<file path="config.mk">
export PLATFORM = sky130hd
export DESIGN_NAME = bus_top
export DESIGN_NICKNAME = d
export VERILOG_FILES = /design/src/source/bus_pkg.sv /design/src/source/bus_arbiter.sv /design/src/source/bus_decoder.sv /design/src/source/bus_resp_router.sv /design/src/source/bus_slave_bank.sv /design/src/source/bus_top.sv
export SDC_FILE = /design/constraint.sdc
export NUM_CORES = 2
export LEC_CHECK = 0
export BUFFER_PORTS_ARGS = -buffer_cell sky130_fd_sc_hd__clkbuf_2
export CORE_MARGIN = 5
export CORE_UTILIZATION = 35
export CTS_CLUSTER_DIAMETER = 200
export DETAILED_ROUTE_END_ITERATION = 10
export PLACE_DENSITY_LB_ADDON = 0.05
export SYNTH_ARGS = -nofsm -noshare
export SYNTH_HDL_FRONTEND = slang
export SYNTH_HIERARCHICAL = 1
export SYNTH_SLANG_ARGS = --single-unit
export TNS_END_PERCENT = 5
</file>
<file path="constraint.sdc">
create_clock -name clk -period 4.1 [get_ports clk]
set_input_delay 0.205 -clock clk [delete_from_list [all_inputs] [get_ports clk]]
set_output_delay 0.205 -clock clk [all_outputs]
set_load 0.01 [all_outputs]
</file>
<file path="src/source/bus_pkg.sv">
package bus_pkg;

    // ============================================================
    // bus widths
    // ============================================================
    localparam int ADDR_WIDTH       = 16;
    localparam int SLAVE_ADDR_WIDTH = 3;   // top address bits pick the slave.
    localparam int DATA_WIDTH       = 32;

    // slave indices the select bits can name.
    localparam int NUM_SLOTS = 1 << SLAVE_ADDR_WIDTH;

    // ============================================================
    // request types
    // ============================================================
    typedef enum logic {
        OP_READ  = 1'b0,
        OP_WRITE = 1'b1
    } bus_op_t;

    typedef logic master_id_t;   // 0 or 1.

endpackage

</file>
<file path="src/source/bus_arbiter.sv">
`timescale 1ns/1ns

module bus_arbiter (
    input  logic                           clk,
    input  logic                           arst_n,
    input  logic                           m0_valid,
    input  bus_pkg::bus_op_t               m0_op,
    input  logic [bus_pkg::ADDR_WIDTH-1:0] m0_addr,
    input  logic [bus_pkg::DATA_WIDTH-1:0] m0_wdata,
    output logic                           m0_ready,
    input  logic                           m1_valid,
    input  bus_pkg::bus_op_t               m1_op,
    input  logic [bus_pkg::ADDR_WIDTH-1:0] m1_addr,
    input  logic [bus_pkg::DATA_WIDTH-1:0] m1_wdata,
    output logic                           m1_ready,
    output logic                           arb_valid,
    output bus_pkg::bus_op_t               arb_op,
    output logic [bus_pkg::ADDR_WIDTH-1:0] arb_addr,
    output logic [bus_pkg::DATA_WIDTH-1:0] arb_wdata,
    output bus_pkg::master_id_t            arb_id,
    input  logic                           arb_ready
);
    import bus_pkg::*;

    master_id_t last_grant;   // winner of the previous grant.
    logic       can_accept;
    logic       grant_0;
    logic       grant_1;

    // slot is free, or drains this cycle.
    assign can_accept = !arb_valid || arb_ready;

    // on a tie the master that lost last time goes first.
    assign grant_0 = can_accept && m0_valid && (!m1_valid || last_grant == master_id_t'(1));
    assign grant_1 = can_accept && m1_valid && !grant_0;

    assign m0_ready = grant_0;
    assign m1_ready = grant_1;

    always_ff @(posedge clk or negedge arst_n) begin
        if (!arst_n) begin
            arb_valid  <= 1'b0;
            last_grant <= master_id_t'(1);   // master 0 wins the first tie.
        end else begin
            if (can_accept) begin
                arb_valid <= grant_0 || grant_1;
            end
            if (grant_0) begin
                last_grant <= master_id_t'(0);
            end else if (grant_1) begin
                last_grant <= master_id_t'(1);
            end
        end
    end

    always_ff @(posedge clk) begin
        if (grant_0) begin
            arb_op    <= m0_op;
            arb_addr  <= m0_addr;
            arb_wdata <= m0_wdata;
            arb_id    <= master_id_t'(0);
        end else if (grant_1) begin
            arb_op    <= m1_op;
            arb_addr  <= m1_addr;
            arb_wdata <= m1_wdata;
            arb_id    <= master_id_t'(1);
        end
    end

    // held request must not change until the decoder takes it.
    a_arb_hold: assert property (@(posedge clk) disable iff (!arst_n)
        arb_valid && !arb_ready |=> arb_valid && $stable(arb_op) && $stable(arb_addr)
            && $stable(arb_wdata) && $stable(arb_id));

endmodule

</file>
<file path="src/source/bus_decoder.sv">
`timescale 1ns/1ns

module bus_decoder #(
    parameter int unsigned NUM_SLAVES = 6
) (
    input  logic                           clk,
    input  logic                           arst_n,
    input  logic                           arb_valid,
    input  bus_pkg::bus_op_t               arb_op,
    input  logic [bus_pkg::ADDR_WIDTH-1:0] arb_addr,
    input  logic [bus_pkg::DATA_WIDTH-1:0] arb_wdata,
    input  bus_pkg::master_id_t            arb_id,
    output logic                           arb_ready,
    output logic                           dec_valid,
    output bus_pkg::bus_op_t               dec_op,
    output logic [bus_pkg::ADDR_WIDTH-1:0] dec_addr,
    output logic [bus_pkg::DATA_WIDTH-1:0] dec_wdata,
    output bus_pkg::master_id_t            dec_id,
    output logic [bus_pkg::NUM_SLOTS-1:0]  dec_cs,
    output logic                           dec_unmapped,
    input  logic                           dec_ready
);
    import bus_pkg::*;

    logic [SLAVE_ADDR_WIDTH-1:0] slave_idx;
    logic [NUM_SLOTS-1:0]        cs_next;
    logic                        unmapped_next;
    logic                        xfer;

    assign slave_idx     = arb_addr[ADDR_WIDTH-1 -: SLAVE_ADDR_WIDTH];
    assign unmapped_next = (32'(slave_idx) >= NUM_SLAVES);   // no memory behind it.

    always_comb begin
        cs_next            = '0;
        cs_next[slave_idx] = !unmapped_next;
    end

    assign arb_ready = !dec_valid || dec_ready;
    assign xfer      = arb_valid && arb_ready;

    always_ff @(posedge clk or negedge arst_n) begin
        if (!arst_n) begin
            dec_valid <= 1'b0;
        end else if (arb_ready) begin
            dec_valid <= arb_valid;
        end
    end

    always_ff @(posedge clk) begin
        if (xfer) begin
            dec_op       <= arb_op;
            dec_addr     <= arb_addr;
            dec_wdata    <= arb_wdata;
            dec_id       <= arb_id;
            dec_cs       <= cs_next;
            dec_unmapped <= unmapped_next;
        end
    end

    // exactly one select for a mapped slave, none otherwise.
    a_cs_onehot: assert property (@(posedge clk) disable iff (!arst_n)
        dec_valid |-> (dec_unmapped ? (dec_cs == '0) : $onehot(dec_cs)));

endmodule

</file>
<file path="src/source/bus_resp_router.sv">
`timescale 1ns/1ns

module bus_resp_router (
    input  logic                           rsp_valid,
    input  bus_pkg::master_id_t            rsp_id,
    input  logic [bus_pkg::DATA_WIDTH-1:0] rsp_rdata,
    input  logic                           rsp_err,
    output logic                           rsp_ready,
    output logic                           m0_rvalid,
    output logic [bus_pkg::DATA_WIDTH-1:0] m0_rdata,
    output logic                           m0_err,
    input  logic                           m0_rready,
    output logic                           m1_rvalid,
    output logic [bus_pkg::DATA_WIDTH-1:0] m1_rdata,
    output logic                           m1_err,
    input  logic                           m1_rready
);

    logic to_m1;   // response belongs to master 1.

    assign to_m1 = (rsp_id == 1'b1);

    // only the issuing master sees valid.
    assign m0_rvalid = rsp_valid && !to_m1;
    assign m1_rvalid = rsp_valid && to_m1;

    // back-pressure comes from the owner alone.
    assign rsp_ready = to_m1 ? m1_rready : m0_rready;

    assign m0_rdata = rsp_rdata;   // qualified by rvalid.
    assign m0_err   = rsp_err;
    assign m1_rdata = rsp_rdata;
    assign m1_err   = rsp_err;

endmodule

</file>
<file path="src/source/bus_slave_bank.sv">
`timescale 1ns/1ns

module bus_slave_bank #(
    parameter int unsigned NUM_SLAVES  = 6,
    parameter int unsigned SLAVE_WORDS = 16
) (
    input  logic                           clk,
    input  logic                           arst_n,
    input  logic                           dec_valid,
    input  bus_pkg::bus_op_t               dec_op,
    input  logic [bus_pkg::ADDR_WIDTH-1:0] dec_addr,
    input  logic [bus_pkg::DATA_WIDTH-1:0] dec_wdata,
    input  bus_pkg::master_id_t            dec_id,
    input  logic [bus_pkg::NUM_SLOTS-1:0]  dec_cs,
    input  logic                           dec_unmapped,
    output logic                           dec_ready,
    output logic                           rsp_valid,
    output bus_pkg::master_id_t            rsp_id,
    output logic [bus_pkg::DATA_WIDTH-1:0] rsp_rdata,
    output logic                           rsp_err,
    input  logic                           rsp_ready
);
    import bus_pkg::*;

    localparam int WORD_BITS = (SLAVE_WORDS > 1) ? $clog2(SLAVE_WORDS) : 1;

    logic [DATA_WIDTH-1:0] mem [NUM_SLAVES][SLAVE_WORDS];
    logic [WORD_BITS-1:0]  word_idx;
    logic [DATA_WIDTH-1:0] rd_word;
    logic                  xfer;
    logic                  wr_en;

    assign word_idx  = dec_addr[WORD_BITS-1:0];
    assign dec_ready = !rsp_valid || rsp_ready;
    assign xfer      = dec_valid && dec_ready;
    assign wr_en     = xfer && dec_op == OP_WRITE && !dec_unmapped;

    // ============================================================
    // slave memories
    // ============================================================
    always_comb begin
        rd_word = '0;
        for (int i = 0; i < NUM_SLAVES; i++) begin
            if (dec_cs[i]) begin
                rd_word = rd_word | mem[i][word_idx];
            end
        end
    end

    always_ff @(posedge clk or negedge arst_n) begin
        if (!arst_n) begin
            for (int i = 0; i < NUM_SLAVES; i++) begin
                for (int j = 0; j < SLAVE_WORDS; j++) begin
                    mem[i][j] <= '0;
                end
            end
        end else if (wr_en) begin
            for (int i = 0; i < NUM_SLAVES; i++) begin
                if (dec_cs[i]) begin
                    mem[i][word_idx] <= dec_wdata;
                end
            end
        end
    end

    // ============================================================
    // response register
    // ============================================================
    always_ff @(posedge clk or negedge arst_n) begin
        if (!arst_n) begin
            rsp_valid <= 1'b0;
        end else if (dec_ready) begin
            rsp_valid <= dec_valid;
        end
    end

    always_ff @(posedge clk) begin
        if (xfer) begin
            rsp_id    <= dec_id;
            rsp_err   <= dec_unmapped;
            // writes and errors return zero.
            rsp_rdata <= (dec_op == OP_READ && !dec_unmapped) ? rd_word : '0;
        end
    end

    a_err_no_data: assert property (@(posedge clk) disable iff (!arst_n)
        rsp_valid |-> !(rsp_err && rsp_rdata != '0));

endmodule

</file>
<file path="src/source/bus_top.sv">
`timescale 1ns/1ns

module bus_top #(
    parameter int unsigned NUM_SLAVES  = 6,
    parameter int unsigned SLAVE_WORDS = 16
) (
    input  logic                           clk,
    input  logic                           arst_n,
    // master 0
    input  logic                           m0_valid,
    input  bus_pkg::bus_op_t               m0_op,
    input  logic [bus_pkg::ADDR_WIDTH-1:0] m0_addr,
    input  logic [bus_pkg::DATA_WIDTH-1:0] m0_wdata,
    output logic                           m0_ready,
    output logic                           m0_rvalid,
    output logic [bus_pkg::DATA_WIDTH-1:0] m0_rdata,
    output logic                           m0_err,
    input  logic                           m0_rready,
    // master 1
    input  logic                           m1_valid,
    input  bus_pkg::bus_op_t               m1_op,
    input  logic [bus_pkg::ADDR_WIDTH-1:0] m1_addr,
    input  logic [bus_pkg::DATA_WIDTH-1:0] m1_wdata,
    output logic                           m1_ready,
    output logic                           m1_rvalid,
    output logic [bus_pkg::DATA_WIDTH-1:0] m1_rdata,
    output logic                           m1_err,
    input  logic                           m1_rready
);
    import bus_pkg::*;

    // ============================================================
    // stage links
    // ============================================================
    logic                  arb_valid;
    bus_op_t               arb_op;
    logic [ADDR_WIDTH-1:0] arb_addr;
    logic [DATA_WIDTH-1:0] arb_wdata;
    master_id_t            arb_id;
    logic                  arb_ready;

    logic                  dec_valid;
    bus_op_t               dec_op;
    logic [ADDR_WIDTH-1:0] dec_addr;
    logic [DATA_WIDTH-1:0] dec_wdata;
    master_id_t            dec_id;
    logic [NUM_SLOTS-1:0]  dec_cs;
    logic                  dec_unmapped;
    logic                  dec_ready;

    logic                  rsp_valid;
    master_id_t            rsp_id;
    logic [DATA_WIDTH-1:0] rsp_rdata;
    logic                  rsp_err;
    logic                  rsp_ready;

    // port names match the link names, so wildcard connections.
    bus_arbiter i_bus_arbiter (.*);

    bus_decoder #(
        .NUM_SLAVES (NUM_SLAVES)
    ) i_bus_decoder (.*);

    bus_slave_bank #(
        .NUM_SLAVES  (NUM_SLAVES),
        .SLAVE_WORDS (SLAVE_WORDS)
    ) i_bus_slave_bank (.*);

    bus_resp_router i_bus_resp_router (.*);

endmodule

</file>
* Word level (Yosys, flattened, before mapping)
Cells that the tools add are included.
** Word-level totals
- Word-level logic and storage cells :: 202
- Bits of input ports :: 104
- Flip-flop bits (word level) :: 3205
** Operators by class
- Bitwise gates (word level) :: 8
- Reductions and logical operators :: 33
- Mux-type cells :: 43
- Magnitude comparators :: 5
** Operators by type and width (count)
- bitwise mux 512 bit :: 6
- binary-select mux 32 bit (select 4 bit) :: 6
- 2-to-1 mux 32 bit :: 21
- OR 32 bit :: 5
- demux 32 bit (select 4 bit) :: 1
- 2-to-1 mux 16 bit :: 2
- logical AND 1 bit :: 13
- AND reduction 2 bit :: 6
- zero test 1 bit :: 8
- AND 6 bit :: 1
- 2-to-1 mux 1 bit :: 6
- >= comparator 5 bit (second input constant) :: 1
- logical OR 1 bit :: 5
- less-than comparator 5 x 1 -> 1 bit (second input constant) :: 1
- inverter 4 -> 5 bit :: 1
- less-than comparator 3 x 4 -> 1 bit (second input constant) :: 1
- demux 1 bit (select 3 bit) :: 1
- >= comparator 3 x 1 -> 1 bit (second input constant) :: 1
- >= comparator 3 bit (second input constant) :: 1
- nonzero test 2 bit :: 1
- inverter 1 bit :: 1

* Logic depth before layout (Yosys ltp)
- Depth in word-level cells :: 15
- Gate-level depth with buffers :: 11

* Cells and area by module
Netlist, hierarchy kept.
** By module, submodules not included
- bus_slave_bank :: seq. area each 77919.7 um^2, cells an instance 9157, area an instance 140383.4 um^2, times used 1
- bus_arbiter :: seq. area each 1542.7 um^2, cells an instance 119, area an instance 2417.3 um^2, times used 1
- bus_decoder :: seq. area each 1796.7 um^2, cells an instance 71, area an instance 1881.8 um^2, times used 1
- bus_resp_router :: seq. area each 0.0 um^2, cells an instance 69, area an instance 526.8 um^2, times used 1

* Worst setup path before layout
No wires, ideal clock.
- Path kind :: flip-flop to flip-flop
- Start :: reg i_bus_slave_bank.rsp_id
- End :: reg i_bus_slave_bank/mem[172] (netlist name)
- Stages on the path, launching flop included :: 11
- Period minus slack after synthesis :: 3.168 ns
- Arrival :: 3.044 ns
- Path buffers :: 3
- Data required time :: 3.975 ns
- Path slack :: 0.932 ns
- Setup time :: 0.125 ns
- Cells stage by stage :: edfxtp_1 > mux2_4 > nand2b_4 > and2_1 > and3b_1 > buf_4 > nand2_2 > buf_6 > nor2_2 > buf_4 > mux2_2
** Between the ends
- Longest elaborated chain between the ends :: 6
** RTL lines
- start: declaration :: line bus_slave_bank.sv:18 : output bus_pkg::master_id_t rsp_id,
- start signal: assignment :: line bus_slave_bank.sv:79 : rsp_id <= dec_id;
- 2-to-1 mux 1 bit :: line bus_resp_router.sv:28 : assign rsp_ready = to_m1 ? m1_rready : m0_rready;
- via rsp_ready :: line bus_top.sv:55 : logic rsp_ready;
- logical OR 1 bit :: line bus_slave_bank.sv:34 : assign dec_ready = !rsp_valid || rsp_ready;
- via dec_ready :: line bus_top.sv:49 : logic dec_ready;
- logical AND 1 bit :: line bus_slave_bank.sv:35 : assign xfer = dec_valid && dec_ready;
- via i_bus_slave_bank.xfer :: line bus_slave_bank.sv:30 : logic xfer;
- logical AND 1 bit (2 in a row) :: line bus_slave_bank.sv:36 : assign wr_en = xfer && dec_op == OP_WRITE && !dec_unmapped;
- AND reduction 2 bit (no source line)
- end signal: indexed assignment :: line bus_slave_bank.sv:60 : mem[i][word_idx] <= dec_wdata;
- end: declaration :: line bus_slave_bank.sv:27 : logic [DATA_WIDTH-1:0] mem [NUM_SLAVES][SLAVE_WORDS];
The timed path passes the listed nets, and every way through them passes these cells.
A chain may end at the register's enable or synchronous reset.

* Worst setup path after layout
- Start :: reg i_bus_decoder/dec_addr[3] (netlist name)
- End :: reg i_bus_slave_bank/rsp_rdata[4] (netlist name) (data pin)
** Between the ends
- Longest elaborated chain between the ends :: 15
** RTL lines
- start: declaration :: line bus_decoder.sv:16 : output logic [bus_pkg::ADDR_WIDTH-1:0] dec_addr,
- start signal: assignment :: line bus_decoder.sv:52 : dec_addr <= arb_addr;
- inverter 4 -> 5 bit (not written as such) (*) :: line bus_slave_bank.sv:45 : rd_word = rd_word | mem[i][word_idx];
- binary-select mux 32 bit (select 4 bit) :: line bus_slave_bank.sv:45
- 2-to-1 mux 32 bit (not written as such) (2 in a row) :: line bus_slave_bank.sv:45
- 2-to-1 mux 32 bit :: line bus_slave_bank.sv:44 : if (dec_cs[i]) begin
- OR 32 bit :: line bus_slave_bank.sv:45
- 2-to-1 mux 32 bit :: line bus_slave_bank.sv:44
- OR 32 bit :: line bus_slave_bank.sv:45
- 2-to-1 mux 32 bit :: line bus_slave_bank.sv:44
- OR 32 bit :: line bus_slave_bank.sv:45
- 2-to-1 mux 32 bit :: line bus_slave_bank.sv:44
- OR 32 bit :: line bus_slave_bank.sv:45
- 2-to-1 mux 32 bit :: line bus_slave_bank.sv:44
- OR 32 bit :: line bus_slave_bank.sv:45
- 2-to-1 mux 32 bit (*) :: line bus_slave_bank.sv:44
- end signal: assignment :: line bus_slave_bank.sv:82 : rsp_rdata <= (dec_op == OP_READ && !dec_unmapped) ? rd_word : '0;
- end: declaration :: line bus_slave_bank.sv:19 : output logic [bus_pkg::DATA_WIDTH-1:0] rsp_rdata,
Mark *: on every way between the ends. The rest lies on a longest branch, timed or not. The select of a mux whose other input is x is not followed.

==> flow_summary.html <==
<table>
<tr><th>Metric</th><th>Value</th></tr>
<tr><th colspan="2">Run status</th></tr>
<tr><td>Status</td><td>completed</td></tr>
<tr><th colspan="2">Timing</th></tr>
<tr><td>Rel. slew slack</td><td>around an eighth</td></tr>
<tr><td>Worst Tran Pin Value</td><td>between 1000 and 1500 ps</td></tr>
<tr><td>Final Critical Period</td><td>3880 ps</td></tr>
<tr><td>Final worst clock skew</td><td>around 45 ps</td></tr>
<tr><td>Post-route fraction of the period consumed by the critical path</td><td>between 90% and 100%</td></tr>
<tr><td>Final count of pins violating max slew</td><td>0</td></tr>
<tr><td>Final setup fails</td><td>0</td></tr>
<tr><td>Sum of negative setup slack</td><td>0 ps</td></tr>
<tr><td>Timing-limited maximum frequency</td><td>roughly 260 MHz</td></tr>
<tr><td>RSZ-0062 raised after global routing</td><td>no</td></tr>
<tr><td>Number of hold violations in the final report</td><td>0</td></tr>
<tr><th colspan="2">Pwr</th></tr>
<tr><td>Pwr dens</td><td>about 600 nW/µm²</td></tr>
<tr><td>Sw Ratio</td><td>about 29%</td></tr>
<tr><td>Post-layout total power</td><td>100 mW</td></tr>
<tr><td>Peak supply drop</td><td>0.000349 V</td></tr>
<tr><td>Logic gate share of total power</td><td>between 20% and 30%</td></tr>
<tr><td>Switching power</td><td>29.4 mW</td></tr>
<tr><td>Clk network pwr share</td><td>around 34%</td></tr>
<tr><td>Int Power</td><td>slightly above 70 mW</td></tr>
<tr><td>Static Leak</td><td>78.3 nW</td></tr>
<tr><td>Share of total power in sequential cells</td><td>between 40% and 50%</td></tr>
<tr><th colspan="2">Worst setup path</th></tr>
<tr><td>Max stage delay on crit path</td><td>900 ps</td></tr>
<tr><td>Capturing element type of the critical path</td><td>flip-flop</td></tr>
<tr><td>Dominant cell type by count on the critical path</td><td>sky130_fd_sc_hd__buf_12</td></tr>
<tr><td>Slowest stage cell on the critical path</td><td>sky130_fd_sc_hd__a22oi_1</td></tr>
<tr><td>Startpoint Class</td><td>flip-flop</td></tr>
<tr><td>CP max FO</td><td>44</td></tr>
<tr><td>CP Cell Sequence</td><td>buf_12 &gt; buf_12 &gt; nor2_1 &gt; a22oi_1 &gt; nand4_1 &gt; a211oi_1 &gt; buf_4 &gt; a21oi_1</td></tr>
<tr><td>Arrival time at the worst endpoint</td><td>between 4000 and 5000 ps</td></tr>
<tr><td>Crit path max-delay family</td><td>compound AO/OA/AOI/OAI gates</td></tr>
<tr><td>Required time of the worst setup path</td><td>between 4000 and 5000 ps</td></tr>
<tr><td>Startpoint-to-endpoint class of the critical path</td><td>reg2reg</td></tr>
<tr><td>Buffers &amp; Inverters on Critical Path</td><td>3</td></tr>
<tr><th colspan="2">Synthesis</th></tr>
<tr><td>Warnings, synthesis</td><td>6</td></tr>
<tr><td>Per-instance average area after synthesis</td><td>between 15 and 20 µm²</td></tr>
<tr><td>Synthesized instance count</td><td>about 9,400</td></tr>
<tr><td>Post-synth net total</td><td>approximately 9,500</td></tr>
<tr><td>Post-synthesis cell area</td><td>144,000 µm²</td></tr>
<tr><th colspan="2">Placement</th></tr>
<tr><td>Placer's final routability congestion estimate</td><td>0.817</td></tr>
<tr><td>Total half-perimeter wirelength after legalization and detailed placement</td><td>292,000 µm</td></tr>
<tr><td>Number of port buffers</td><td>between 150 and 200</td></tr>
<tr><th colspan="2">CTS</th></tr>
<tr><td>H-tree depth</td><td>5</td></tr>
<tr><td>TritonCTS sink count</td><td>between 3,000 and 4,000</td></tr>
<tr><td>Cell at the root of the clock tree</td><td>sky130_fd_sc_hd__clkbuf_16</td></tr>
<tr><td>TritonCTS clock tree</td><td>yes</td></tr>
<tr><td>Clock latency on the worst-skew pair</td><td>about 1000 ps</td></tr>
<tr><td>Number of clock buffers inserted by TritonCTS</td><td>378</td></tr>
<tr><td>Bufs on Longest Clock Path</td><td>4</td></tr>
<tr><td>Reg clk slew, reported paths</td><td>around 60 ps</td></tr>
<tr><th colspan="2">Route</th></tr>
<tr><td>DR WL/cell</td><td>31.4 µm</td></tr>
<tr><td>Antenna-violating nets left</td><td>0</td></tr>
<tr><td>Initial DRC count</td><td>around 5,200</td></tr>
<tr><td>Remaining design rule violation count</td><td>0</td></tr>
<tr><td>DR vias/cell</td><td>around 5.4</td></tr>
<tr><td>Final wirelength</td><td>about 480,000 µm</td></tr>
<tr><td>Detailed-routing iteration count for the pre-antenna-repair pass</td><td>5</td></tr>
<tr><td>Vias after detailed routing</td><td>83,500</td></tr>
<tr><th colspan="2">Final layout</th></tr>
<tr><td>Most frequent standard cell in the layout excluding fill and tap cells</td><td>sky130_fd_sc_hd__dfrtp_1</td></tr>
<tr><td>Final Core Density</td><td>between 40% and 50%</td></tr>
<tr><td>Fraction of final layout cells sized beyond drive strength 1</td><td>48.2%</td></tr>
<tr><td>Most used cells in the layout excluding fill and tap cells</td><td>sky130_fd_sc_hd__dfrtp_1, sky130_fd_sc_hd__mux2_2, sky130_fd_sc_hd__mux2i_1</td></tr>
<tr><td>Nets@finish</td><td>between 9,000 and 10,000</td></tr>
<tr><td>Relative area change from synthesis to final layout</td><td>16.1%</td></tr>
<tr><th colspan="2">Hold path</th></tr>
<tr><td>Worst min path class</td><td>in2reg</td></tr>
<tr><th colspan="2">GRT</th></tr>
<tr><td>Wire length of the first global-routing pass</td><td>around 690,000 µm</td></tr>
<tr><td>Residual overflow from global routing</td><td>0</td></tr>
<tr><td>Vias in the first global route</td><td>just over 90,000</td></tr>
<tr><td>Initial antenna violation count</td><td>27</td></tr>
<tr><td>Pin count of the biggest net entering global routing</td><td>roughly 160</td></tr>
<tr><td>GRT Util Overall</td><td>22.4%</td></tr>
<tr><th colspan="2">Die</th></tr>
<tr><td>Standard-cell row count</td><td>between 200 and 250</td></tr>
<tr><td>Die Outline Area</td><td>approximately 430,000 µm²</td></tr>
<tr><td>Horizontal die dimension</td><td>652 µm</td></tr>
<tr><td>Top-Level Pins</td><td>approximately 170</td></tr>
<tr><td>Die Height</td><td>about 650 µm</td></tr>
<tr><td>Initial Util</td><td>between 30% and 40%</td></tr>
<tr><td>Core area</td><td>around 410,000 µm²</td></tr>
<tr><th colspan="2">Job</th></tr>
<tr><td>Number of max-cap violations</td><td>0</td></tr>
</table>
path summary, 6_finish.rpt:
| kind | depth (start not counted) | slack [ps] | to | startpoint |
|---|---|---|---|---|
| hold reg to reg | 0 | 420 | i_bus_decoder/dec_wdata[27] | i_bus_arbiter/arb_wdata[27] |
| min in group asynchronous | 3 | 80 | i_bus_slave_bank/mem[783] | arst_n |
| setup reg to reg | 8 | 220 | i_bus_slave_bank/rsp_rdata[4] | i_bus_decoder/dec_addr[3] |
| hold / removal | 3 | 70 | i_bus_arbiter/arb_wdata[3] | m1_wdata[3] |
| max in group asynchronous | 4 | 2680 | i_bus_slave_bank/mem[2179] | arst_n |
| setup / recovery | 8 | 220 | i_bus_slave_bank/rsp_rdata[4] | i_bus_decoder/dec_addr[3] |
per-stage QoR:
step / instances / hold slack [ps] / worst slack, ps / cell area (µm²)
2_1_floorplan: 9383 / -90.6 / 932 / 144000
3_3_place_gp: 14500 / 100 / -28.7 / 154000
3_5_place_dp: 14500 / 96.1 / -88.0 / 154000
4_1_cts: 15300 / 2.70 / 230 / 168000
5_1_grt: 15300 / 18.2 / 175 / 168000
6_report: 15400 / 71.7 / 220 / 168000
worst min-delay path, delay by kind of cell:
kind	cells	cell delay, ps
buffers and inverters	2	620
multiplexers	1	120
state kept, by name, summed over array words and instances (netlist names):
register,flops
i_bus_slave_bank/rsp_id,1
i_bus_decoder/dec_addr,4
i_bus_slave_bank/rsp_err,1
i_bus_arbiter/arb_addr,7
i_bus_arbiter/last_grant,1
i_bus_arbiter/arb_valid,1
i_bus_slave_bank/rsp_valid,1
i_bus_decoder/dec_cs,6
i_bus_arbiter/arb_wdata,32
i_bus_decoder/dec_valid,1
i_bus_decoder/dec_id,1
i_bus_decoder/dec_unmapped,1
i_bus_slave_bank/mem,3072
i_bus_decoder/dec_op,1
i_bus_decoder/dec_wdata,32
i_bus_arbiter/arb_op,1
i_bus_slave_bank/rsp_rdata,32
i_bus_arbiter/arb_id,1
final cells by class:
cell class / count / area [µm²]
antenna: 20 / 50.0
clock buffer: 584 / 11400
clock inverter: 110 / 1130
fill: 37500 / 243000
inverter: 2 / 10.0
multi-input combinational: 5198 / 59200
sequential: 3196 / 80600
tap: 5451 / 6820
timing repair buffer: 794 / 8450
timing repair:
item	in CTS	in global routing
setup buffers	3	0
resized for setup	0	0
endpoints found under the hold margin	1220	0
hold buffers	135	0
setup endpoints to repair	1	0
metal layers:
metal | vias up | wire length [µm] | part of all wire (%) | track usage (%)
met5 | - | 0 | 0 | 0
met4 | 0 | 15600 | 3.2 | 6.40
met3 | 533 | 23400 | 4.8 | 3.44
met2 | 1560 | 221000 | 46 | 35.5
met1 | 46200 | 222000 | 46 | 32.1
li1 | 35200 | - | - | -
power by group through the flow:
| stage | Sequential (mW) | Combinational (mW) | Clock [mW] |
|---|---|---|---|
| global placement | 43.6 | 22.3 | 0 |
| detailed placement | 44.1 | 22.8 | 0 |
| global route | 44.4 | 24.4 | 36.3 |
| CTS | 43.5 | 23.1 | 35.0 |
| finish | 43.5 | 22.8 | 33.9 |
| floorplan | 42.4 | 15.1 | 0 |
(Power assumes the default switching activity.)
